## config.mk

```make
export PLATFORM = sky130hd
export DESIGN_NAME = cpuControl
export DESIGN_NICKNAME = d
export VERILOG_FILES = /design/src/verilog/cpuPkg.sv /design/src/verilog/cpuControl.sv
export SDC_FILE = /design/constraint.sdc
export NUM_CORES = 1
export LEC_CHECK = 0
export BUFFER_PORTS_ARGS = -buffer_cell sky130_fd_sc_hd__buf_4
export CAP_MARGIN = 10
export CORE_AREA = 4 4 41 43
export DETAILED_ROUTE_END_ITERATION = 8
export DIE_AREA = 0 0 45 47
export PLACE_DENSITY = 0.75
export RECOVER_POWER = 100
export SLEW_MARGIN = 20
export SYNTH_ARGS = -nofsm -noshare
export SYNTH_HDL_FRONTEND = slang
export SYNTH_SLANG_ARGS = --single-unit
```

## constraint.sdc

```tcl
create_clock -name vclk -period 0.9
set_input_delay 0.09 -clock vclk [all_inputs]
set_output_delay 0.09 -clock vclk [all_outputs]
set_load 0.03 [all_outputs]
```

## src/verilog/cpuPkg.sv

```systemverilog
package cpuPkg;

	// Datapath widths
	localparam int dataWidth = 16;
	localparam int regAddrWidth = 3;
	localparam int regCount = 8;
	localparam int opcodeWidth = 4;
	localparam int aluOpWidth = 3;
	localparam int flagWidth = 4;
	localparam int brKindWidth = 2;

	typedef logic [dataWidth-1:0] dataWord;
	typedef logic [dataWidth-1:0] instrWord;
	typedef logic [regAddrWidth-1:0] regAddr;
	typedef logic [opcodeWidth-1:0] opcode;
	typedef logic [aluOpWidth-1:0] aluOp;
	typedef logic [flagWidth-1:0] flagBits;
	typedef logic [brKindWidth-1:0] brKind;

	// Bit positions inside NZCV
	localparam int flagN = 3;
	localparam int flagZ = 2;
	localparam int flagC = 1;
	localparam int flagV = 0;

	// Major opcodes, instruction bits 15..12
	localparam opcode opAdd = 4'h0;
	localparam opcode opSub = 4'h1;
	localparam opcode opAnd = 4'h2;
	localparam opcode opOrr = 4'h3;
	localparam opcode opEor = 4'h4;
	localparam opcode opLsl = 4'h5;
	localparam opcode opLsr = 4'h6;
	localparam opcode opMovi = 4'h7;
	localparam opcode opAddi = 4'h8;
	localparam opcode opLdr = 4'h9;
	localparam opcode opStr = 4'ha;
	localparam opcode opCmp = 4'hb;
	localparam opcode opB = 4'hc;
	localparam opcode opBeq = 4'hd;
	localparam opcode opBne = 4'he;
	localparam opcode opNop = 4'hf;

	// ALU operations
	localparam aluOp aluAdd = 3'd0;
	localparam aluOp aluSub = 3'd1;
	localparam aluOp aluAnd = 3'd2;
	localparam aluOp aluOrr = 3'd3;
	localparam aluOp aluEor = 3'd4;
	localparam aluOp aluLsl = 3'd5;
	localparam aluOp aluLsr = 3'd6;
	localparam aluOp aluPassB = 3'd7;

	// Branch classes
	localparam brKind brNone = 2'd0;
	localparam brKind brAlways = 2'd1;
	localparam brKind brEq = 2'd2;
	localparam brKind brNe = 2'd3;

endpackage

```

## src/verilog/cpuControl.sv

```systemverilog
`timescale 1ns/1ps
module cpuControl (
	input cpuPkg::instrWord instr,
	output logic regWrite,
	output logic memWrite,
	output logic memToReg,
	output logic useImm,
	output cpuPkg::dataWord imm,
	output cpuPkg::aluOp aluSel,
	output logic setFlags,
	output cpuPkg::brKind branch,
	output cpuPkg::regAddr readAddrA,
	output cpuPkg::regAddr readAddrB,
	output cpuPkg::regAddr writeAddr
);
	import cpuPkg::*;

	opcode opField;
	regAddr rdField;
	regAddr raField;
	regAddr rbField;

	// Instruction fields
	assign opField = instr[15:12];
	assign rdField = instr[11:9];
	assign raField = instr[8:6];
	assign rbField = instr[5:3];

	// Register addresses
	assign readAddrA = raField;
	// STR needs the value of rd on port B
	assign readAddrB = (opField == opStr) ? rdField : rbField;
	assign writeAddr = rdField;

	// Immediate extraction, zero extended
	always_comb begin
		if (opField == opMovi) begin
			imm = {8'd0, instr[7:0]};
		end else begin
			imm = {10'd0, instr[5:0]};
		end
	end

	// Main decode
	always_comb begin
		// Defaults describe a NOP
		regWrite = 1'b0;
		memWrite = 1'b0;
		memToReg = 1'b0;
		useImm = 1'b0;
		aluSel = aluPassB;
		setFlags = 1'b0;
		branch = brNone;
		case (opField)
			opAdd: begin
				regWrite = 1'b1;
				aluSel = aluAdd;
				setFlags = 1'b1;
			end
			opSub: begin
				regWrite = 1'b1;
				aluSel = aluSub;
				setFlags = 1'b1;
			end
			opAnd: begin
				regWrite = 1'b1;
				aluSel = aluAnd;
				setFlags = 1'b1;
			end
			opOrr: begin
				regWrite = 1'b1;
				aluSel = aluOrr;
				setFlags = 1'b1;
			end
			opEor: begin
				regWrite = 1'b1;
				aluSel = aluEor;
				setFlags = 1'b1;
			end
			opLsl: begin
				regWrite = 1'b1;
				aluSel = aluLsl;
			end
			opLsr: begin
				regWrite = 1'b1;
				aluSel = aluLsr;
			end
			// Immediate goes through the ALU untouched
			opMovi: begin
				regWrite = 1'b1;
				useImm = 1'b1;
			end
			opAddi: begin
				regWrite = 1'b1;
				useImm = 1'b1;
				aluSel = aluAdd;
				setFlags = 1'b1;
			end
			// Address is ra + imm6 for both memory forms
			opLdr: begin
				regWrite = 1'b1;
				memToReg = 1'b1;
				useImm = 1'b1;
				aluSel = aluAdd;
			end
			opStr: begin
				memWrite = 1'b1;
				useImm = 1'b1;
				aluSel = aluAdd;
			end
			// Flags only, no register result
			opCmp: begin
				aluSel = aluSub;
				setFlags = 1'b1;
			end
			opB: branch = brAlways;
			opBeq: branch = brEq;
			opBne: branch = brNe;
			default: ;
		endcase
	end

endmodule

```

### Word-level counts from Yosys, hierarchy flattened

Index checks and enable logic that the tools add are counted.

| operators by class | value |
|---|---|
| eq/ne operators | 14 |
| mux-type cells | 9 |
| reductions and logical operators | 6 |

Operators with widths:

| operator | number |
|---|---|
| equality test 4 bit, second input constant | 7 |
| case mux 3 bit (7 select lines) | 1 |
| equality test 4 x 3 -> 1 bit, second input constant | 4 |
| OR reduction 10 bit | 1 |
| equality test 4 x 2 -> 1 bit, second input constant | 2 |
| two-way mux 8 bit | 1 |
| OR reduction 4 bit | 2 |
| OR reduction 7 bit | 1 |
| case mux 2 bit (3 select lines) | 1 |
| two-way mux 1 bit | 5 |
| equality test 4 x 1 -> 1 bit, second input constant | 1 |
| zero test 4 bit | 1 |
| two-way mux 3 bit | 1 |
| OR reduction 2 bit | 1 |

| word-level totals | value |
|---|---|
| flip-flop bits (word level) | 0 |
| bits of input ports | 16 |
| output and inout bits | 35 |
| word-level logic and storage cells | 29 |

### Depth between registers and ports, before layout

| depth | value |
|---|---|
| depth in word-level cells | 3 |
| mapped depth | 3 |
| gate-level depth less buffers | 2 |

### Worst setup path after synthesis

OpenSTA, ideal clock, no wires.

| timing path | value |
|---|---|
| kind | input to output |
| start | input instr[14] |
| end | output readAddrB[0] |
| data arrival time | 1008 ps |
| required time | 810 ps |
| setup slack | -198 ps |
| cell stages on the path | 3 |
| path buffers | 1 |
| cells stage by stage | buf_2 -> and4bb_4 -> mux2_4 |

| between the ends | value |
|---|---|
| cells in the longest elaborated chain, start to end | 2 |

RTL lines:

| what | RTL line | source |
|---|---|---|
| start: declaration | cpuControl.sv:3 | `input cpuPkg::instrWord instr,` |
| equality test 4 bit | cpuControl.sv:32 | `assign readAddrB = (opField == opStr) ? rdField : rbField;` |
| two-way mux 3 bit | cpuControl.sv:32 |  |
| end: declaration | cpuControl.sv:13 | `output cpuPkg::regAddr readAddrB,` |

Every way passes these cells.

### Worst setup path after layout

| timing path | value |
|---|---|
| start | input instr[12] |
| end | output readAddrB[1] |

The elaborated chain is that of the path after synthesis.

==> metrics.md <==
| Metric | Value |
|---|---|
| Filler instances | `129` |
| Pwr Density | `700 nW/µm²` |
| Hold-fix buffers, CTS | `0` |
| Layout cells sized above 1 | `64.9%` |
| Crit path buf inv count | `2` |
| Hold Path Stages | `0` |
| Mean Syn Cell Area | `7.20 µm²` |
| Drt drc | `0` |
| RSZ-0062 raised after global routing | `true` |
| Post-layout min period | `1090 ps` |
| Critical path class | `in -> out` |
| N_diodes | `0` |
| Placed cell area | `529 µm²` |
| Min-delay src | `instr[1]` |
| CP required | `810 ps` |
| Worst min-delay path class | `in -> out` |
| TNS Setup | `-755 ps` |
| CP delay by family, top | `simple AND/OR/NAND/NOR gates` |
| Synth top area cells | `buf_4 (43%), mux2_4 (13%), and4bb_4 (4.6%), o21ai_0 (4.3%), and2_1 (3.5%)` |
| Final WS setup | `-192 ps` |
| Max FO, Critical Path | `4` |
| Most frequent cells after synthesis | `buf_4 (20), inv_1 (3), mux2_4 (3), o21ai_0 (3)` |
| WL per Instance | `13.9 µm` |
| Gpl congestion | `0.774` |
| Levels on crit path | `4` |
| Via density per instance | `4.34` |
| Register area | `0 µm²` |
| Pins Over Slew Limit | `0` |
| Met3 usage | `2.30%` |
| Via count | `399` |
| CP Capture Type | `output port` |
| DR pass1 iterations | `1` |
| Die area | `2120 µm²` |
| Seq Cell Count | `0` |
| Fin crit share | `121%` |
| # nets final | `95` |
| Clk_buf instances | `0` |
| Core area | `1300 µm²` |
| Largest net degree at the start of global routing | `9` |
| Initial DRC count | `0` |
| Number of global-route vias before repair | `352` |
| Critical path's most frequent cell | `buf_6` |
| GRT met1 Usage | `8.31%` |
| Max Clk Rate | `916 MHz` |
| Crit path max-delay cell type | `and4bb_4` |
| Crit start category | `primary input` |
| Netlist cell types | `20` |
| Cell area after synthesis | `353 µm²` |
| Dpl hpwl | `857 µm` |
| First-pass GRT wire length | `1470 µm` |
| Busiest grt layer | `met2` |
| Post-synthesis instance total | `49` |
| Overall power | `454 µW` |
| Rows | `13` |
| Dpl ws | `-241 ps` |
| CP cell instances | `buf_6 -> and4bb_4 -> mux2_4 -> buf_6` |
| WP data arrival | `1000 ps` |
| Yosys warns | `0` |
| Hold path endpoint | `imm[1]` |
| Seq/Total Area, Yosys | `0%` |
| Design area | `649 µm²` |
| Area Overhead vs Synth | `84.0%` |
| Initial antenna violation count | `0` |
| Area leader, netlist | `buf_4` |
| Area fraction of the dominant cell type after synthesis | `42.6%` |
| ANT nets after route | `0` |
| Setup violators final | `8` |
| Status | `complete, but fails checks` |
| Number of I/O port buffers | `35` |
| Multi-input gate area | `256 µm²` |
| I/O Pins | `51` |
| Hold Violations, Final | `0` |
| Gr ovfl total | `0` |
| Die X | `45 µm` |
| Failing checks | `negative setup slack` |
| Slowest cell delay on critical path | `370 ps` |
| GRT Util Overall | `9.13%` |
| IR drop worst, VDD | `225 µV` |
| Die height | `47 µm` |
| Util after Layout | `49.9%` |
| Met2 usage | `19.5%` |
| Max-Cap Viols | `0` |
| Most common cell in the netlist | `buf_4` |
| P_leak | `0.000342 µW` |
| Initial core utilization | `27.1%` |
| Total Routed Length | `1280 µm` |
-- worst max path at each step --
stage | endpoint | slack [ps] | start
after global placement | readAddrB[2] | -230 | instr[14]
after floorplan | readAddrB[0] | -190 | instr[14]
after detailed placement | readAddrB[1] | -240 | instr[14]
final | readAddrB[1] | -190 | instr[12]
after global routing | readAddrB[0] | -220 | instr[12]
after CTS | readAddrB[1] | -200 | instr[12]
-- power by group --
group	internal (µW)	switching, µW
clock network	0	0
registers	0	0
logic	189	265
-- per-stage QoR --
step / hold slack (ps) / cells
after global routing: 180 / 92
after floorplan: 288 / 56
after global placement: 180 / 87
after detailed placement: 180 / 87
final: 180 / 92
after CTS: 180 / 91
-- cell families after synthesis --
logic type | count (synthesis) | synth area share, %
compound gates | 7 | 12.4
buf+inv | 27 | 52.8
simple gates | 10 | 18.4
xor+xnor | 1 | 2.48
mux | 3 | 12.8
other cells | 1 | 1.06
-- routing by layer --
metal / vias up / share of wire, %
li1: 184 / -
met1: 177 / 30
met2: 36 / 53
met3: 2 / 15
met4: 0 / 1.9
met5: - / 0
-- placed cells by master, fill, tap and decap left out, types with 2 or more instances in the layout --
cell	n
mux2_4	3
buf_6	16
clkbuf_2	2
buf_4	18
and2_4	2
inv_1	3
o21ai_1	2
clkbuf_1	8
conb_1	8
-- layout make-up --
cell class / instances / share of cell area [%]
repair buffers: 45 / 55.9
well taps: 15 / 2.89
multi-input cells: 29 / 39.5
inverters: 3 / 1.73
-- timing repair --
| item | 4_1_cts | 5_1_grt |
|---|---|---|
| endpoints found under the setup margin | 10 | 13 |
| gates cloned | 0 | 0 |
| pin swaps | 6 | 4 |
| setup buffers | 4 | 1 |
| endpoints found under the hold margin | 0 | 0 |
| resized for setup | 16 | 12 |
Power figures use the tool's default switching activity.
