--- src/verilog/cpuPkg.sv ---
package cpuPkg;

	// Datapath widths
	localparam int dataWidth = 16;
	localparam int regAddrWidth = 3;
	localparam int regCount = 8;
	localparam int opcodeWidth = 4;
	localparam int aluOpWidth = 3;
	localparam int flagWidth = 4;
	localparam int brKindWidth = 2;

	typedef logic [dataWidth-1:0] dataWord;
	typedef logic [dataWidth-1:0] instrWord;
	typedef logic [regAddrWidth-1:0] regAddr;
	typedef logic [opcodeWidth-1:0] opcode;
	typedef logic [aluOpWidth-1:0] aluOp;
	typedef logic [flagWidth-1:0] flagBits;
	typedef logic [brKindWidth-1:0] brKind;

	// Bit positions inside NZCV
	localparam int flagN = 3;
	localparam int flagZ = 2;
	localparam int flagC = 1;
	localparam int flagV = 0;

	// Major opcodes, instruction bits 15..12
	localparam opcode opAdd = 4'h0;
	localparam opcode opSub = 4'h1;
	localparam opcode opAnd = 4'h2;
	localparam opcode opOrr = 4'h3;
	localparam opcode opEor = 4'h4;
	localparam opcode opLsl = 4'h5;
	localparam opcode opLsr = 4'h6;
	localparam opcode opMovi = 4'h7;
	localparam opcode opAddi = 4'h8;
	localparam opcode opLdr = 4'h9;
	localparam opcode opStr = 4'ha;
	localparam opcode opCmp = 4'hb;
	localparam opcode opB = 4'hc;
	localparam opcode opBeq = 4'hd;
	localparam opcode opBne = 4'he;
	localparam opcode opNop = 4'hf;

	// ALU operations
	localparam aluOp aluAdd = 3'd0;
	localparam aluOp aluSub = 3'd1;
	localparam aluOp aluAnd = 3'd2;
	localparam aluOp aluOrr = 3'd3;
	localparam aluOp aluEor = 3'd4;
	localparam aluOp aluLsl = 3'd5;
	localparam aluOp aluLsr = 3'd6;
	localparam aluOp aluPassB = 3'd7;

	// Branch classes
	localparam brKind brNone = 2'd0;
	localparam brKind brAlways = 2'd1;
	localparam brKind brEq = 2'd2;
	localparam brKind brNe = 2'd3;

endpackage

--- src/verilog/alu.sv ---
`timescale 1ns/1ps
module alu (
	input cpuPkg::dataWord a,
	input cpuPkg::dataWord b,
	input cpuPkg::aluOp op,
	output cpuPkg::dataWord result,
	output cpuPkg::flagBits flags
);
	import cpuPkg::*;

	// Shared adder, subtract is a + ~b + 1
	dataWord addB;
	logic carryIn;
	logic [dataWidth:0] sum;
	logic overflow;
	// Shift distance from low bits of b
	logic [3:0] shiftAmt;
	logic isArith;

	assign carryIn = (op == aluSub);
	assign addB = carryIn ? ~b : b;
	assign sum = {1'b0, a} + {1'b0, addB} + {{dataWidth{1'b0}}, carryIn};

	// Signed overflow: operands agree in sign, result does not
	assign overflow = (a[dataWidth-1] == addB[dataWidth-1]) &&
		(sum[dataWidth-1] != a[dataWidth-1]);

	assign shiftAmt = b[3:0];
	assign isArith = (op == aluAdd) || (op == aluSub);

	// Result select
	always_comb begin
		case (op)
			aluAdd: result = sum[dataWidth-1:0];
			aluSub: result = sum[dataWidth-1:0];
			aluAnd: result = a & b;
			aluOrr: result = a | b;
			aluEor: result = a ^ b;
			aluLsl: result = a << shiftAmt;
			aluLsr: result = a >> shiftAmt;
			default: result = b;
		endcase
	end

	// N and Z from the result
	assign flags[flagN] = result[dataWidth-1];
	assign flags[flagZ] = (result == '0);
	// Carry out for add, inverted borrow for subtract
	assign flags[flagC] = isArith & sum[dataWidth];
	// V only meaningful for add and subtract
	assign flags[flagV] = isArith & overflow;

endmodule

--- config.mk ---
export PLATFORM = sky130hd
export DESIGN_NAME = alu
export DESIGN_NICKNAME = d
export VERILOG_FILES = /design/src/verilog/cpuPkg.sv /design/src/verilog/alu.sv
export SDC_FILE = /design/constraint.sdc
export NUM_CORES = 1
export LEC_CHECK = 0
export ABC_AREA = 1
export BUFFER_PORTS_ARGS = -buffer_cell sky130_fd_sc_hd__buf_2
export CAP_MARGIN = 15
export CORE_MARGIN = 8
export CORE_UTILIZATION = 35
export DETAILED_ROUTE_END_ITERATION = 8
export GPL_TIMING_DRIVEN = 0
export PLACE_DENSITY_LB_ADDON = 0.12
export SYNTH_ARGS = -nofsm -noshare
export SYNTH_HDL_FRONTEND = slang
export SYNTH_SLANG_ARGS = --single-unit
--- constraint.sdc ---
create_clock -name vclk -period 4.5
set_clock_uncertainty 0.15 [all_clocks]
set_input_delay 0.9 -clock vclk [all_inputs]
set_output_delay 0.9 -clock vclk [all_outputs]
set_load 0.03 [all_outputs]
Word-level counts from Yosys, hierarchy flattened
Index checks and enable logic that the tools add are counted.
{"block": "word_totals", "regBits": 0, "latchBits": 0, "ram_bits": 0, "mem_bits_ro": 0, "out_inout_bits": 20, "elab_cells": 25, "memories": 0}
{"block": "op_classes", "addsub": 2, "n_mul": 0, "div": 0, "magnitude_cmp": 0, "n_eq_ne": 8, "n_shift": 2, "muxes": 2, "bitwise_logic": 6, "reduce_logical": 5}
{"operator": "16-bit case mux with 6 select lines", "count": 1}
{"operator": "16-bit by 16-bit adder with 17-bit output", "count": 1}
{"operator": "17-bit by 1-bit adder with 17-bit output", "count": 1}
{"operator": "16-bit AND", "count": 1}
{"operator": "16-bit logical NOT", "count": 1}
{"operator": "16-bit two-way mux", "count": 1}
{"operator": "16-bit NOT", "count": 1}
{"operator": "16-bit OR", "count": 1}
{"operator": "16-bit by 4-bit << shifter with 16-bit output", "count": 1}
{"operator": "16-bit by 4-bit >> shifter with 16-bit output", "count": 1}
{"operator": "16-bit XOR", "count": 1}
{"operator": "3-bit equality test (second input constant)", "count": 3}
{"operator": "3-bit by 2-bit equality test with 1-bit output (second input constant)", "count": 2}
{"operator": "3-bit by 1-bit equality test with 1-bit output (second input constant)", "count": 1}
{"operator": "3-bit logical NOT", "count": 1}
{"operator": "1-bit AND", "count": 2}
{"operator": "2-bit OR reduction", "count": 1}
{"operator": "1-bit equality test", "count": 1}
{"operator": "1-bit logical AND", "count": 1}
{"operator": "1-bit logical OR", "count": 1}
{"operator": "1-bit inequality test", "count": 1}

Longest topological paths before layout
{"block": "depth", "ltp_word": 7, "mapped_depth": 19}

Worst setup path before layout
No wires, ideal clock.
{"block": "synth_timing", "kind": "input -> output", "from": "input port op[2]", "to": "output port flags[2]", "arrival_time_ns": 3.860, "required_ns": 3.450, "setup_slack_ns": -0.410, "path_stages": 16, "path_buffers": 2, "path_cell_list": "buf_4 nor3_2 buf_2 xor2_1 ha_1 nand2_1 inv_1 nand2_1 nand3_1 a21oi_1 nand3_1 nand3_1 nand4_1 nor2_1 nand3_1 nor2_1"}
{"block": "synth_between", "elab_chain_len": 6, "elab_cells_between_ends": 13, "classes_between": "2 x add/sub; 6 x eq/ne; 2 x mux; 3 x reduce/logical"}
{"item": "start: declaration", "line": "alu.sv:5", "rtl": "input cpuPkg::aluOp op,"}
{"item": "3-bit by 1-bit equality test with 1-bit output", "line": "alu.sv:20, alu.sv:33"}
{"item": "16-bit two-way mux", "line": "alu.sv:21", "rtl": "assign addB = carryIn ? ~b : b;"}
{"item": "16-bit by 16-bit adder with 17-bit output", "line": "alu.sv:22", "rtl": "assign sum = {1'b0, a} + {1'b0, addB} + {{dataWidth{1'b0}}, carryIn};"}
{"item": "17-bit by 1-bit adder with 17-bit output", "line": "alu.sv:22"}
{"item": "16-bit case mux with 6 select lines *", "line": "alu.sv:33", "rtl": "case (op)"}
{"item": "net result[11]", "line": "alu.sv:6", "rtl": "output cpuPkg::dataWord result,"}
{"item": "16-bit logical NOT *", "line": "alu.sv:47", "rtl": "assign flags[flagZ] = (result == '0);"}
{"item": "end: declaration", "line": "alu.sv:7", "rtl": "output cpuPkg::flagBits flags"}
Mark *: on every way through the listed nets, which the timed path passes. The rest lies on a longest branch.

Worst setup path after layout
{"block": "layout_timing", "from": "input port op[0]", "to": "output port flags[2]"}
{"block": "layout_between", "elab_chain_len": 6, "elab_cells_between_ends": 13, "classes_between": "2 x add/sub; 6 x eq/ne; 2 x mux; 3 x reduce/logical"}
{"item": "3-bit by 1-bit equality test with 1-bit output", "line": "alu.sv:20, alu.sv:33"}
{"item": "16-bit two-way mux", "line": "alu.sv:21"}
{"item": "16-bit by 16-bit adder with 17-bit output", "line": "alu.sv:22"}
{"item": "17-bit by 1-bit adder with 17-bit output", "line": "alu.sv:22"}
{"item": "16-bit case mux with 6 select lines *", "line": "alu.sv:33"}
{"item": "16-bit logical NOT *", "line": "alu.sv:47"}
Mark *: on every way between the ends. The rest lies on a longest branch, timed or not.

==> reports/qor.txt <==
Status: finished, violations left
Failing checks: setup timing
Clock network power share: 0%
FF/Latch Area: 0 um2
Die Span X: 118 um
Most common library cells after synthesis: 214 x nand2_1, 103 x nand3_1, 76 x inv_1, 70 x nor2_1, 50 x ha_1
Seq cells: 0
Antenna Nets Post-Route: 0
Share of cells above drive strength 1: 29.2%
CP arrival: 3470 ps
Finish-stage setup viols: 1
Syn Nets: 785
Die area: 14000 um2
Synth Area in XOR/XNOR: 3.60%
Critical path data required time: 3450 ps
Initial antenna violation count: 0
Cell chain of the critical path: buf_12 > inv_8 > nor3_4 > buf_6 > xor2_1 > ha_1 > a21oi_2 > o21ai_2 > a21oi_4 > nand2_2 > nand2_2 > nand2_2 > nand2_2 > nand3_4 > a21oi_4 > nand3_2 > nor2_4 > buf_6
Area Overhead vs Synth: 32.9%
HP Class: input port to output pin
Maximum VDD drop: 0.111 mV
Crit Path Max Fanout: 6
GR Util All Layers: 21.8%
Post-route DRC: 0
Logic gate share of total power: 100.0%
Slew HR: 63.3%
Multiplexer share of the synthesized area: 0%
Die height: 118 um
Crit Path Class: input port to output pin
Net Sw Frac: 63.6%
Compound-gate portion of the synthesized area: 11.7%
Fin area: 4850 um2
Nets: 871
Synth Area in Simple Gates: 54.1%
Fin crit period: 4520 ps
Type of origin of the critical path: input port
PortBufs: 53
Routed len/inst: 18.2 um
Crit. End Element: output pin
Leading area contributor after synthesis: nand2_1
Psw: 461 uW
Worst Path Buf+Inv: 4
Dominant cells by area after synthesis: nand2_1 22%, ha_1 17%, nand3_1 14%
Sequential share of power: 0%
Largest stage delay, worst path: 320 ps
Synth warn: 0
First-pass GRT wire length: 25.0 mm
Synth Area per Inst: 5.22 um2
Multi-input gate area: 3640 um2
Synth unique cells: 36
Power Density: 149 nW/um2
Crit path top cell by count: nand2_2
Largest family of logic cells by synthesized area: simple AND/OR/NAND/NOR gates
Largest net degree at the start of global routing: 12
Part of the cycle the worst path needs: 101%
Post-Route Hold Slack: 2120 ps
Count leader, synth: nand2_1
Core area: 10200 um2
# IOs: 55
Tot Pwr: 724 uW
Least-Margin Pin Slew: 550 ps
Filler cell count: 1105
Endpoints failing hold: 0
Num rows: 37
Share of the synthesized area in the top cell type: 22.0%
Leakage: 0.00255 uW
Layout clock buffers: 0
Starting Density: 35.7%
Pre-antenna DRT Iters: 5
Total wire length: 16.7 mm
P_int: 264 uW
Max-cap viol count: 0
DR vias: 4963
Synthesized instance count: 699
RSZ-0062 raised after global routing: yes
Slew Limit Fails: 0
Total congestion overflow: 0
RD Place Congestion: 0.982
Number of global-route vias before repair: 4748
Dpl hpwl: 13.4 mm
Antenna cells: 0
Cell Area, Synth: 3650 um2
Vias per inst: 5.40
DP Area: 4110 um2
Setup TNS: -23.2 ps
Iteration-0 DRC Markers: 486
Peak Freq: 221 MHz
Synth Area in Adders: 17.7%
Crit-path slowest cell: nor3_4
Worst setup margin: -23.2 ps
Critical path's top delay family: simple AND/OR/NAND/NOR gates
Sequential share of the synthesized area: 0%
-- final timing paths --
kind / startpoint / to / slack [ps] / depth (start not counted)
worst min-delay path: b[6] / result[6] / 2120 / 4
worst max-delay path: op[0] / flags[2] / -20 / 18
-- placed cells by master (no fill, tap or decap), types with 9 or more instances in the layout --
cell type and count:
a21oi_1 19, a21oi_2 9, buf_2 63, buf_4 30
buf_6 11, ha_1 44, inv_1 72, inv_2 11
nand2_1 191, nand2_2 28, nand3_1 90, nand3_2 14
nand4_1 15, nor2_1 56, nor2_2 13, o21ai_0 14
o21ai_1 11, or2_2 9, xor2_1 10
-- cell families (layout without fill, tap and decap cells) --
group | count (synthesis) | after routing
compound gates | 77 | 77
xor+xnor | 15 | 15
fa+ha+maj | 51 | 51
buf+inv | 111 | 195
simple gates | 445 | 445
-- power by group through the flow --
stage	logic, uW	clock network (uW)	registers [uW]
after floorplan	384	0	0
after global placement	553	0	0
after detailed placement	556	0	0
after CTS	622	0	0
after global routing	783	0	0
final	724	0	0
-- tightest hold or removal path: cells and delay by family --
family / cells / cell delay [ps]
AO/OA/AOI/OAI: 1 / 90
buffers and inverters: 3 / 390
-- final cells by class --
| class | count | share of cell area [%] |
|---|---|---|
| multi-input cells | 588 | 75.1 |
| plain buffers | 26 | 3.51 |
| repair buffers | 84 | 11.1 |
| well taps | 136 | 3.51 |
| inverters | 85 | 6.73 |
-- stage by stage --
stage / utilization (%) / worst slack, ps / std cells
final: 47.4 / -23.2 / 919
after floorplan: - / 5.30 / 699
after global routing: 47.4 / -166 / 919
after CTS: 43.3 / 13.9 / 905
after detailed placement: 40.2 / -506 / 888
after global placement: 40.2 / -504 / 888
-- repair_timing --
| item | 4_1_cts | 5_1_grt |
|---|---|---|
| gates cloned | 0 | 0 |
| resized for setup | 54 | 75 |
| pin swaps | 33 | 51 |
| setup endpoints to repair | 12 | 5 |
| hold buffers | 0 | 0 |
| buffers inserted | 17 | 14 |
-- per-layer routing --
layer / track usage [%] / share of wire [%] / routed length [um] / vias up
met1: 27.2 / 42 / 6950 / 2274
met2: 38.6 / 48 / 8070 / 224
met4: 5.84 / 2.6 / 435 / 0
met3: 2.57 / 7.4 / 1240 / 39
li1: - / - / - / 2426
met5: 0 / 0 / 0 / -
No activity file was read; power rests on OpenSTA's default activity.
