## src/verilog/cpuPkg.sv

```systemverilog
package cpuPkg;

	// Datapath widths
	localparam int dataWidth = 16;
	localparam int regAddrWidth = 3;
	localparam int regCount = 8;
	localparam int opcodeWidth = 4;
	localparam int aluOpWidth = 3;
	localparam int flagWidth = 4;
	localparam int brKindWidth = 2;

	typedef logic [dataWidth-1:0] dataWord;
	typedef logic [dataWidth-1:0] instrWord;
	typedef logic [regAddrWidth-1:0] regAddr;
	typedef logic [opcodeWidth-1:0] opcode;
	typedef logic [aluOpWidth-1:0] aluOp;
	typedef logic [flagWidth-1:0] flagBits;
	typedef logic [brKindWidth-1:0] brKind;

	// Bit positions inside NZCV
	localparam int flagN = 3;
	localparam int flagZ = 2;
	localparam int flagC = 1;
	localparam int flagV = 0;

	// Major opcodes, instruction bits 15..12
	localparam opcode opAdd = 4'h0;
	localparam opcode opSub = 4'h1;
	localparam opcode opAnd = 4'h2;
	localparam opcode opOrr = 4'h3;
	localparam opcode opEor = 4'h4;
	localparam opcode opLsl = 4'h5;
	localparam opcode opLsr = 4'h6;
	localparam opcode opMovi = 4'h7;
	localparam opcode opAddi = 4'h8;
	localparam opcode opLdr = 4'h9;
	localparam opcode opStr = 4'ha;
	localparam opcode opCmp = 4'hb;
	localparam opcode opB = 4'hc;
	localparam opcode opBeq = 4'hd;
	localparam opcode opBne = 4'he;
	localparam opcode opNop = 4'hf;

	// ALU operations
	localparam aluOp aluAdd = 3'd0;
	localparam aluOp aluSub = 3'd1;
	localparam aluOp aluAnd = 3'd2;
	localparam aluOp aluOrr = 3'd3;
	localparam aluOp aluEor = 3'd4;
	localparam aluOp aluLsl = 3'd5;
	localparam aluOp aluLsr = 3'd6;
	localparam aluOp aluPassB = 3'd7;

	// Branch classes
	localparam brKind brNone = 2'd0;
	localparam brKind brAlways = 2'd1;
	localparam brKind brEq = 2'd2;
	localparam brKind brNe = 2'd3;

endpackage

```

## src/verilog/regFile.sv

```systemverilog
`timescale 1ns/1ps
module regFile (
	input logic clk,
	input logic arstN,
	input logic writeEnable,
	input cpuPkg::regAddr writeAddr,
	input cpuPkg::dataWord writeData,
	input cpuPkg::regAddr readAddrA,
	input cpuPkg::regAddr readAddrB,
	output cpuPkg::dataWord readDataA,
	output cpuPkg::dataWord readDataB
);
	import cpuPkg::*;

	// Eight general purpose registers, no hardwired zero
	dataWord regs [regCount];

	// Write at the clock edge, all registers clear on reset
	always_ff @(posedge clk or negedge arstN) begin
		if (!arstN) begin
			for (int i = 0; i < regCount; i++) begin
				regs[i] <= '0;
			end
		end else if (writeEnable) begin
			regs[writeAddr] <= writeData;
		end
	end

	// Port A
	// a write to the same register this cycle is passed straight through
	always_comb begin
		if (writeEnable && (writeAddr == readAddrA)) begin
			readDataA = writeData;
		end else begin
			readDataA = regs[readAddrA];
		end
	end

	// Port B, same write-through rule
	always_comb begin
		if (writeEnable && (writeAddr == readAddrB)) begin
			readDataB = writeData;
		end else begin
			readDataB = regs[readAddrB];
		end
	end

endmodule

```

## config.mk

```make
export PLATFORM = sky130hd
export DESIGN_NAME = regFile
export DESIGN_NICKNAME = d
export VERILOG_FILES = /design/src/verilog/cpuPkg.sv /design/src/verilog/regFile.sv
export SDC_FILE = /design/constraint.sdc
export NUM_CORES = 1
export LEC_CHECK = 0
export BUFFER_PORTS_ARGS = -buffer_cell sky130_fd_sc_hd__buf_4
export CORE_ASPECT_RATIO = 0.8
export CORE_MARGIN = 2
export CORE_UTILIZATION = 33
export CTS_BUF_LIST = sky130_fd_sc_hd__clkbuf_2
export CTS_CLUSTER_SIZE = 25
export DETAILED_ROUTE_END_ITERATION = 8
export SETUP_SLACK_MARGIN = 0.02
export SLEW_MARGIN = 10
export SYNTH_ARGS = -nofsm -noshare
export SYNTH_HDL_FRONTEND = slang
export SYNTH_SLANG_ARGS = --single-unit
```

## constraint.sdc

```tcl
create_clock -name clk -period 6.1 [get_ports clk]
set_clock_uncertainty 0.1 [all_clocks]
set_input_delay 0.915 -clock clk [delete_from_list [all_inputs] [get_ports clk]]
set_output_delay 0.915 -clock clk [all_outputs]
set_load 0.01 [all_outputs]
```

### Word level (Yosys, flattened, before mapping)

Index checks and enable logic that the tools add are counted.

* reductions and logical operators: 3
* equality and inequality tests: 2
* magnitude comparators: 4
* bitwise logic cells: 3
* mux-type cells: 11

Operator list (count)
* bitwise mux 128 bit: 1
* two-way mux 16 bit: 7
* binary-select mux 16 bit (select 3 bit): 2
* demux 16 bit (select 3 bit): 1
* >= comparator 4 bit (second input constant): 3
* NOT 3 -> 4 bit: 3
* == test 3 bit: 2
* less-than comparator 4 x 1 -> 1 bit (second input constant): 1
* logical AND 1 bit: 3

* output and inout bits: 32
* bits of input ports: 28
* word-level logic and storage cells: 31
* bits in registers: 128

### Depth between registers and ports, before layout

Gate-level depths: netlist (run 1).

* depth in word-level cells: 6
* gate-level depth with buffers: 6
* gate-level depth less buffers: 3

### Worst setup path before layout (run 1)

No wires, ideal clock.

* path type: input to output
* from: input port readAddrB[1]
* to: output port readDataB[12]
* data required time: 5.085 ns
* data arrival time: 2.295 ns
* path slack: 2.790 ns
* cell stages on the path: 5
* path buffers: 2
* cell sequence: clkbuf_1 > clkbuf_1 > mux4_2 > mux2_2 > mux2_4

* longest elaborated chain between the ends: 5
* elaborated cells between the ends (all ways): 7
* classes of those cells: eq/ne: 1; mux: 4; bitwise: 1; reduce/logical: 1

Ends and longest elaborated chain
* from (decl): line regFile.sv:9 `input cpuPkg::regAddr readAddrB,`
* NOT 3 -> 4 bit (implied by the code): line regFile.sv:44 `readDataB = regs[readAddrB];`
* binary-select mux 16 bit (select 3 bit): line regFile.sv:44
* two-way mux 16 bit (implied by the code) (2 in series): line regFile.sv:44
* two-way mux 16 bit (*): line regFile.sv:41 `if (writeEnable && (writeAddr == readAddrB)) begin`
* to (decl): line regFile.sv:11 `output cpuPkg::dataWord readDataB`

Every way passes the cells marked *; elsewhere a longest branch is shown, timed or not. The select of a mux whose other input is x is not followed.

### Worst setup path in the final report (run 1)

* from: input port readAddrB[0]
* to: output port readDataB[8]

Same word-level chain as after synthesis.

==> results of run 1 <==
==> critical path: cells and delay by family <==
| kind | cells | cell delay (ns) |
|---|---|---|
| buffers and inverters | 3 | 1.08 |
| AND/OR/NAND/NOR | 1 | 0.56 |
| multiplexers | 1 | 0.31 |
| XOR/XNOR | 1 | 0.19 |
==> logic make-up (layout without fill, tap and decap cells) <==
kind of cell / after synthesis / count (layout) / share of synthesized area (%)
xor+xnor: 6 / 6 / 0.700
simple gates: 12 / 12 / 1.33
mux: 256 / 256 / 51.5
buf+inv: 50 / 100 / 3.77
flops: 128 / 128 / 42.7
==> layer usage <==
layer,vias up,GRT usage (%)
li1,1889,-
met1,2289,21.3
met2,65,25.7
met3,6,3.45
met4,0,2.61
met5,-,0
==> power groups by stage <==
| stage | Sequential, mW | Clock [mW] | Combinational (mW) |
|---|---|---|---|
| 2_1_floorplan | 1.13 | 0 | 0.565 |
| 3_3_place_gp | 1.15 | 0 | 0.762 |
| 3_5_place_dp | 1.18 | 0 | 0.779 |
| 4_1_cts | 1.16 | 0.536 | 0.781 |
| 5_1_grt | 1.19 | 0.582 | 0.826 |
| 6_report | 1.16 | 0.518 | 0.766 |
==> cell type report <==
class                   instances  area (um^2)
clock inverters                11          124
flip-flops and latches        128         3200
well taps                     306          383
clock buffers                  18         90.1
repair buffers                 71          537
multi-input cells             274         4020
fillers                      2108        14000
==> layout by cell type (no fill, tap or decap) <==
cell type and n:
mux2_2 181, nand4_1 3, nand4b_1 3, nor3b_2 2
clkbuf_2 18, nand2b_1 1, clkinv_1 5, mux2_4 11
bufinv_16 3, mux4_2 4, nor3_2 2, buf_6 1
nand2_1 1, xnor2_1 6, clkinv_2 3, mux4_1 60
dfrtp_1 128, buf_4 70
==> per-stage QoR <==
step           std cells  power [mW]
3_3_place_gp         779        1.91
4_1_cts              808        2.47
2_1_floorplan        452        1.69
5_1_grt              808        2.59
3_5_place_dp         779        1.95
6_report             808        2.44
==> path summary, 6_finish.rpt <==
path                                   endpoint  depth (start not counted)  slack [ns]
hold reg to reg            regs[43]$_DFFE_PN0P_                          1        0.44
min in group clk            regs[0]$_DFFE_PN0P_                          2        0.41
max in group asynchronous  regs[90]$_DFFE_PN0P_                          2        4.70
setup / recovery                   readDataB[8]                          6        1.99
setup reg to reg           regs[78]$_DFFE_PN0P_                          1        5.19
hold / removal             regs[83]$_DFFE_PN0P_                          1        0.13
==> results.cfg, run 1 <==
[timing]
fin_setup_tns_ns = 0
finalHoldViolations = 0
finalSetupViolations = 0
maxSlewViolCount = 0
rsz_0062_raised_after_global_routing = false
post-route-min-period_ns = 4.11
min_period_over_period_pct = 67.3
final_critical_path_setup_slack_ns = 1.99
tightestPinTransition_ns = 1.05
holdWs_ns = 0.130
achievable-frequency_mhz = 244
slew-limit-headroom_pct = 29.9

[finish]
reg_top3 = regs: 128 flops
largest_register = regs
finish.instance_area_mm2 = 0.00836
insertedDiodeCount = 0
drive_above_1_share_pct = 58.8
final_nets = 520
largest_reg_flops = 128
utilization_pct = 37.4
area_delta_synth_final_pct = 11.3

[global_routing]
antenna_found_initial = 0
grt_pass1_vias = 4558
grt_start_max_net_pins = 88
grt_util_all_layers_pct = 15.5
overflow = 0
global_route_wire_length_before_repair_mm = 28.2

[route]
drt-wirelength-per-cell_um = 22.4
route.detailed.vias_per_inst = 5.26
route.top_layer_used = met4
drt-met1-wl_mm = 8.32
detail_route.drc_violations = 0
drt-pass1-iter-count = 4
drt_iter0_markers = 167
met3_wirelength_um = 576
antenna_violating_nets_left = 0
vias = 4249
wirelength_mm = 18.1
route.met2.wl_mm = 9.09

[setup_path]
crit_fanout = 33
crit_path_end_kind = output port
worst-endpoint-arrival_ns = 3.09
worst_path_class_setup = in -> out
critPathSlowestCell = nand4_1
crit_path_start_kind = primary input
required_ns = 5.08
max_stage_delay_ns = 0.56
timing.rr.start = regs[78]$_DFFE_PN0P_
cpMostUsedCell = buf_4
timing.critical_path.from = readAddrB[0]
critical_path.cell_chain = buf_4 -> xnor2_1 -> nand4_1 -> buf_4 -> mux2_4 -> buf_4

[status]
status = completed

[yosys]
synth_top_area_cell = dfrtp_1
area_share_of_the_leading_cell_type_in_the_synthesized_netlist_pct = 42.7
dominantRegCellSynth = dfrtp_1
postSynthAreaPerCell_um2 = 16.6
synth_seq_area_share_pct = 42.7
top_cells_by_instance_count_after_synthesis = 181 x mux2_2, 128 x dfrtp_1, 60 x mux4_1
synth.top_cells.by_area = dfrtp_1 43%, mux2_2 27%, mux4_1 21%
synthCells = 452
synth_warnings = 0
ys_ff_latch = 128
synthesized_net_count = 480
most_numerous_cell_in_the_yosys_netlist = mux2_2
mappedNetlistArea_mm2 = 0.00751
synth-edff-count = 0
netlist-cell-type-count = 17
async_set_reset_flop_share_out_of_synthesis_pct = 100

[pwr]
p_switching_mw = 0.694
p_int_mw = 1.75
power.static_leakage_nw = 3.60
clock_power_share_pct = 21.2
power-per-cell-area_mw_per_mm2 = 292
vdd_ir_drop_max_mv = 0.152
sequentialPowerShare_pct = 47.4
p_sw_share_pct = 28.4
comb_power_share_pct = 31.4

[clocking]
clock-sinks = 128
cts.repair.resized = 0
number_of_buffers_on_the_longest_clock_path = 2
insertion_delay_ns = 0.70
clk_pin_slew_worst_paths_ns = 0.17
ctsHoldBuffers = 0
post-cts-setup-buffer-count = 0
cts_made_buffers = 17
clock_tree.htree_level_count = 4
clock_tree.root_cell = clkbuf_2
tritoncts = yes

[floorplanning]
die-width_um = 173
io_pins = 60
core_outline_area_mm2 = 0.0224
placement_rows = 49
initial_core_util_pct = 33.6
fp.dieH_um = 139
design.die.area_mm2 = 0.0240

[placed_design]
dpl.hpwl_mm = 11.4
dpl_cell_area_mm2 = 0.00814
dp_slack_ns = 1.97
place.gp.congestion = 0.744
io_buffers = 59

[flow_run]
max_cap_violations = 0

[hold_path]
min_path_type = in -> async
Power figures use the tool's default switching activity.
==> run 2, diff against run 1 <==
==> constraint.sdc (replaced) <==
create_clock -name clk -period 3.82 [get_ports clk]
set_clock_uncertainty 0.1 [all_clocks]
set_input_delay 0.573 -clock clk [delete_from_list [all_inputs] [get_ports clk]]
set_output_delay 0.573 -clock clk [all_outputs]
set_load 0.01 [all_outputs]
==> results.cfg, run 2 (same netlist as run 1, synthesis figures left out) <==
[timing]
maxSlewViolCount = 0
tightestPinTransition_ns = 0.891
achievable-frequency_mhz = 318
final_critical_path_setup_slack_ns = 0.672
slew-limit-headroom_pct = 40.6
fin_setup_tns_ns = 0
min_period_over_period_pct = 82.4
finalHoldViolations = 0
post-route-min-period_ns = 3.15
rsz_0062_raised_after_global_routing = false
finalSetupViolations = 0
holdWs_ns = 0.0629

[clocking]
tritoncts = yes
clock-sinks = 128
post-cts-setup-buffer-count = 0
clk_pin_slew_worst_paths_ns = 0.19
clock_tree.root_cell = clkbuf_2
number_of_buffers_on_the_longest_clock_path = 2
insertion_delay_ns = 0.69
cts_made_buffers = 17
clock_tree.htree_level_count = 4

[setup_path]
worstReg2RegEnd = regs[44]$_DFFE_PN0P_
worst-endpoint-arrival_ns = 2.48
ff2ff_setup_slack_ns = 2.91
reg2regPathDepth = 1
crit_path_start_kind = primary input
timing.rr.start = regs[44]$_DFFE_PN0P_
timing.critical_path.to = readDataA[11]
crit_path_end_kind = output port
crit_fanout = 33
worst_path_class_setup = in -> out
timing.critical_path.from = readAddrA[0]
required_ns = 3.15

[pwr]
power.static_leakage_nw = 3.61
vdd_ir_drop_max_mv = 0.206
power-per-cell-area_mw_per_mm2 = 452

[global_routing]
overflow = 0
grt_pass1_vias = 4737
grt_start_max_net_pins = 66
global_route_wire_length_before_repair_mm = 28.0
grt_util_all_layers_pct = 15.5
antenna_found_initial = 1

[route]
antenna_violating_nets_left = 0
detail_route.drc_violations = 0
route.detailed.vias_per_inst = 5.31
drt-wirelength-per-cell_um = 22.5
vias = 4325
drt_iter0_markers = 222
wirelength_mm = 18.3
drt-pass1-iter-count = 5

[floorplanning]
core_outline_area_mm2 = 0.0224
io_pins = 60
initial_core_util_pct = 33.6
placement_rows = 49
design.die.area_mm2 = 0.0240
fp.dieH_um = 139
die-width_um = 173

[finish]
drive_above_1_share_pct = 59.4
largest_reg_flops = 128
reg_top3 = regs: 128 flops
mostFrequentLayoutCell = mux2_2
largest_register = regs
utilization_pct = 37.4
area_delta_synth_final_pct = 11.4
final_nets = 524
most-common-layout-cells = 181 x mux2_2, 128 x dfrtp_1, 72 x buf_4

[placed_design]
dpl.hpwl_mm = 11.2
dp_slack_ns = 0.663
io_buffers = 59
place.gp.congestion = 0.704

[status]
status = completed

[hold_path]
min_path_type = in -> reg

[flow_run]
max_cap_violations = 0
run 2: changes by cell type in the layout (fill, tap and decap cells not counted), sizes merged:
cell         before  now
clkbuf           18   21
buf              71   73
bufinv            3    1
dlygate4sd3       0    2
clkinv            8    7
clkinvlp          0    1
diode             0    1
run 2: how the worst min path moves through the flow:
| stage | slack [ns] | depth (start not counted) | to | from |
|---|---|---|---|---|
| floorplan | 0.18 | 0 | regs[0]$_DFFE_PN0P_ | arstN |
| global placement | 0.39 | 1 | regs[42]$_DFFE_PN0P_ | regs[42]$_DFFE_PN0P_ |
| detailed placement | 0.41 | 1 | regs[118]$_DFFE_PN0P_ | regs[118]$_DFFE_PN0P_ |
| CTS | 0.005 | 2 | regs[31]$_DFFE_PN0P_ | writeData[15] |
| global route | 0.01 | 2 | regs[115]$_DFFE_PN0P_ | writeData[3] |
| finish | 0.06 | 2 | regs[31]$_DFFE_PN0P_ | writeData[15] |
run 2: area by class of cell:
cell class                 count  area (um^2)
antenna                        1         2.50
clock buffer                  21          105
clock inverter                 9         70.1
fill                        2100        14000
multi-input combinational    274         4020
sequential                   128         3200
tap                          306          383
timing repair buffer          75          581
run 2: through the flow:
| step | power (mW) | std cells | instance area, um^2 |
|---|---|---|---|
| global route | 4.01 | 814 | 8370 |
| floorplan | 2.70 | 452 | 7510 |
| detailed placement | 3.12 | 781 | 8170 |
| finish | 3.78 | 814 | 8370 |
| global placement | 3.06 | 781 | 8170 |
| CTS | 3.83 | 813 | 8360 |
run 2: critical path, stage by stage:
cell,delay [ns]
buf_4,0.50
mux4_1,0.68
mux2_2,0.29
mux2_2,0.26
buf_4,0.14
run 2: layer usage:
metal	wire length (um)	vias up	track usage (%)
met5	0	-	0
li1	-	1893	-
met1	8090	2326	20.0
met3	712	14	3.10
met2	9340	92	26.7
met4	204	0	4.41
run 2: power by group:
group          internal [mW]  leakage (nW)  switching (mW)  total [mW]
Sequential              1.65          1.54           0.198        1.85
Combinational          0.801          1.95           0.422        1.22
Clock                  0.228         0.124           0.480       0.708
Total                   2.68          3.61            1.10        3.78
run 2: repair_timing:
action                    in CTS  in global routing
hold buffers                   2                  0
resized for setup              0                  0
hold endpoints to repair      65                  0
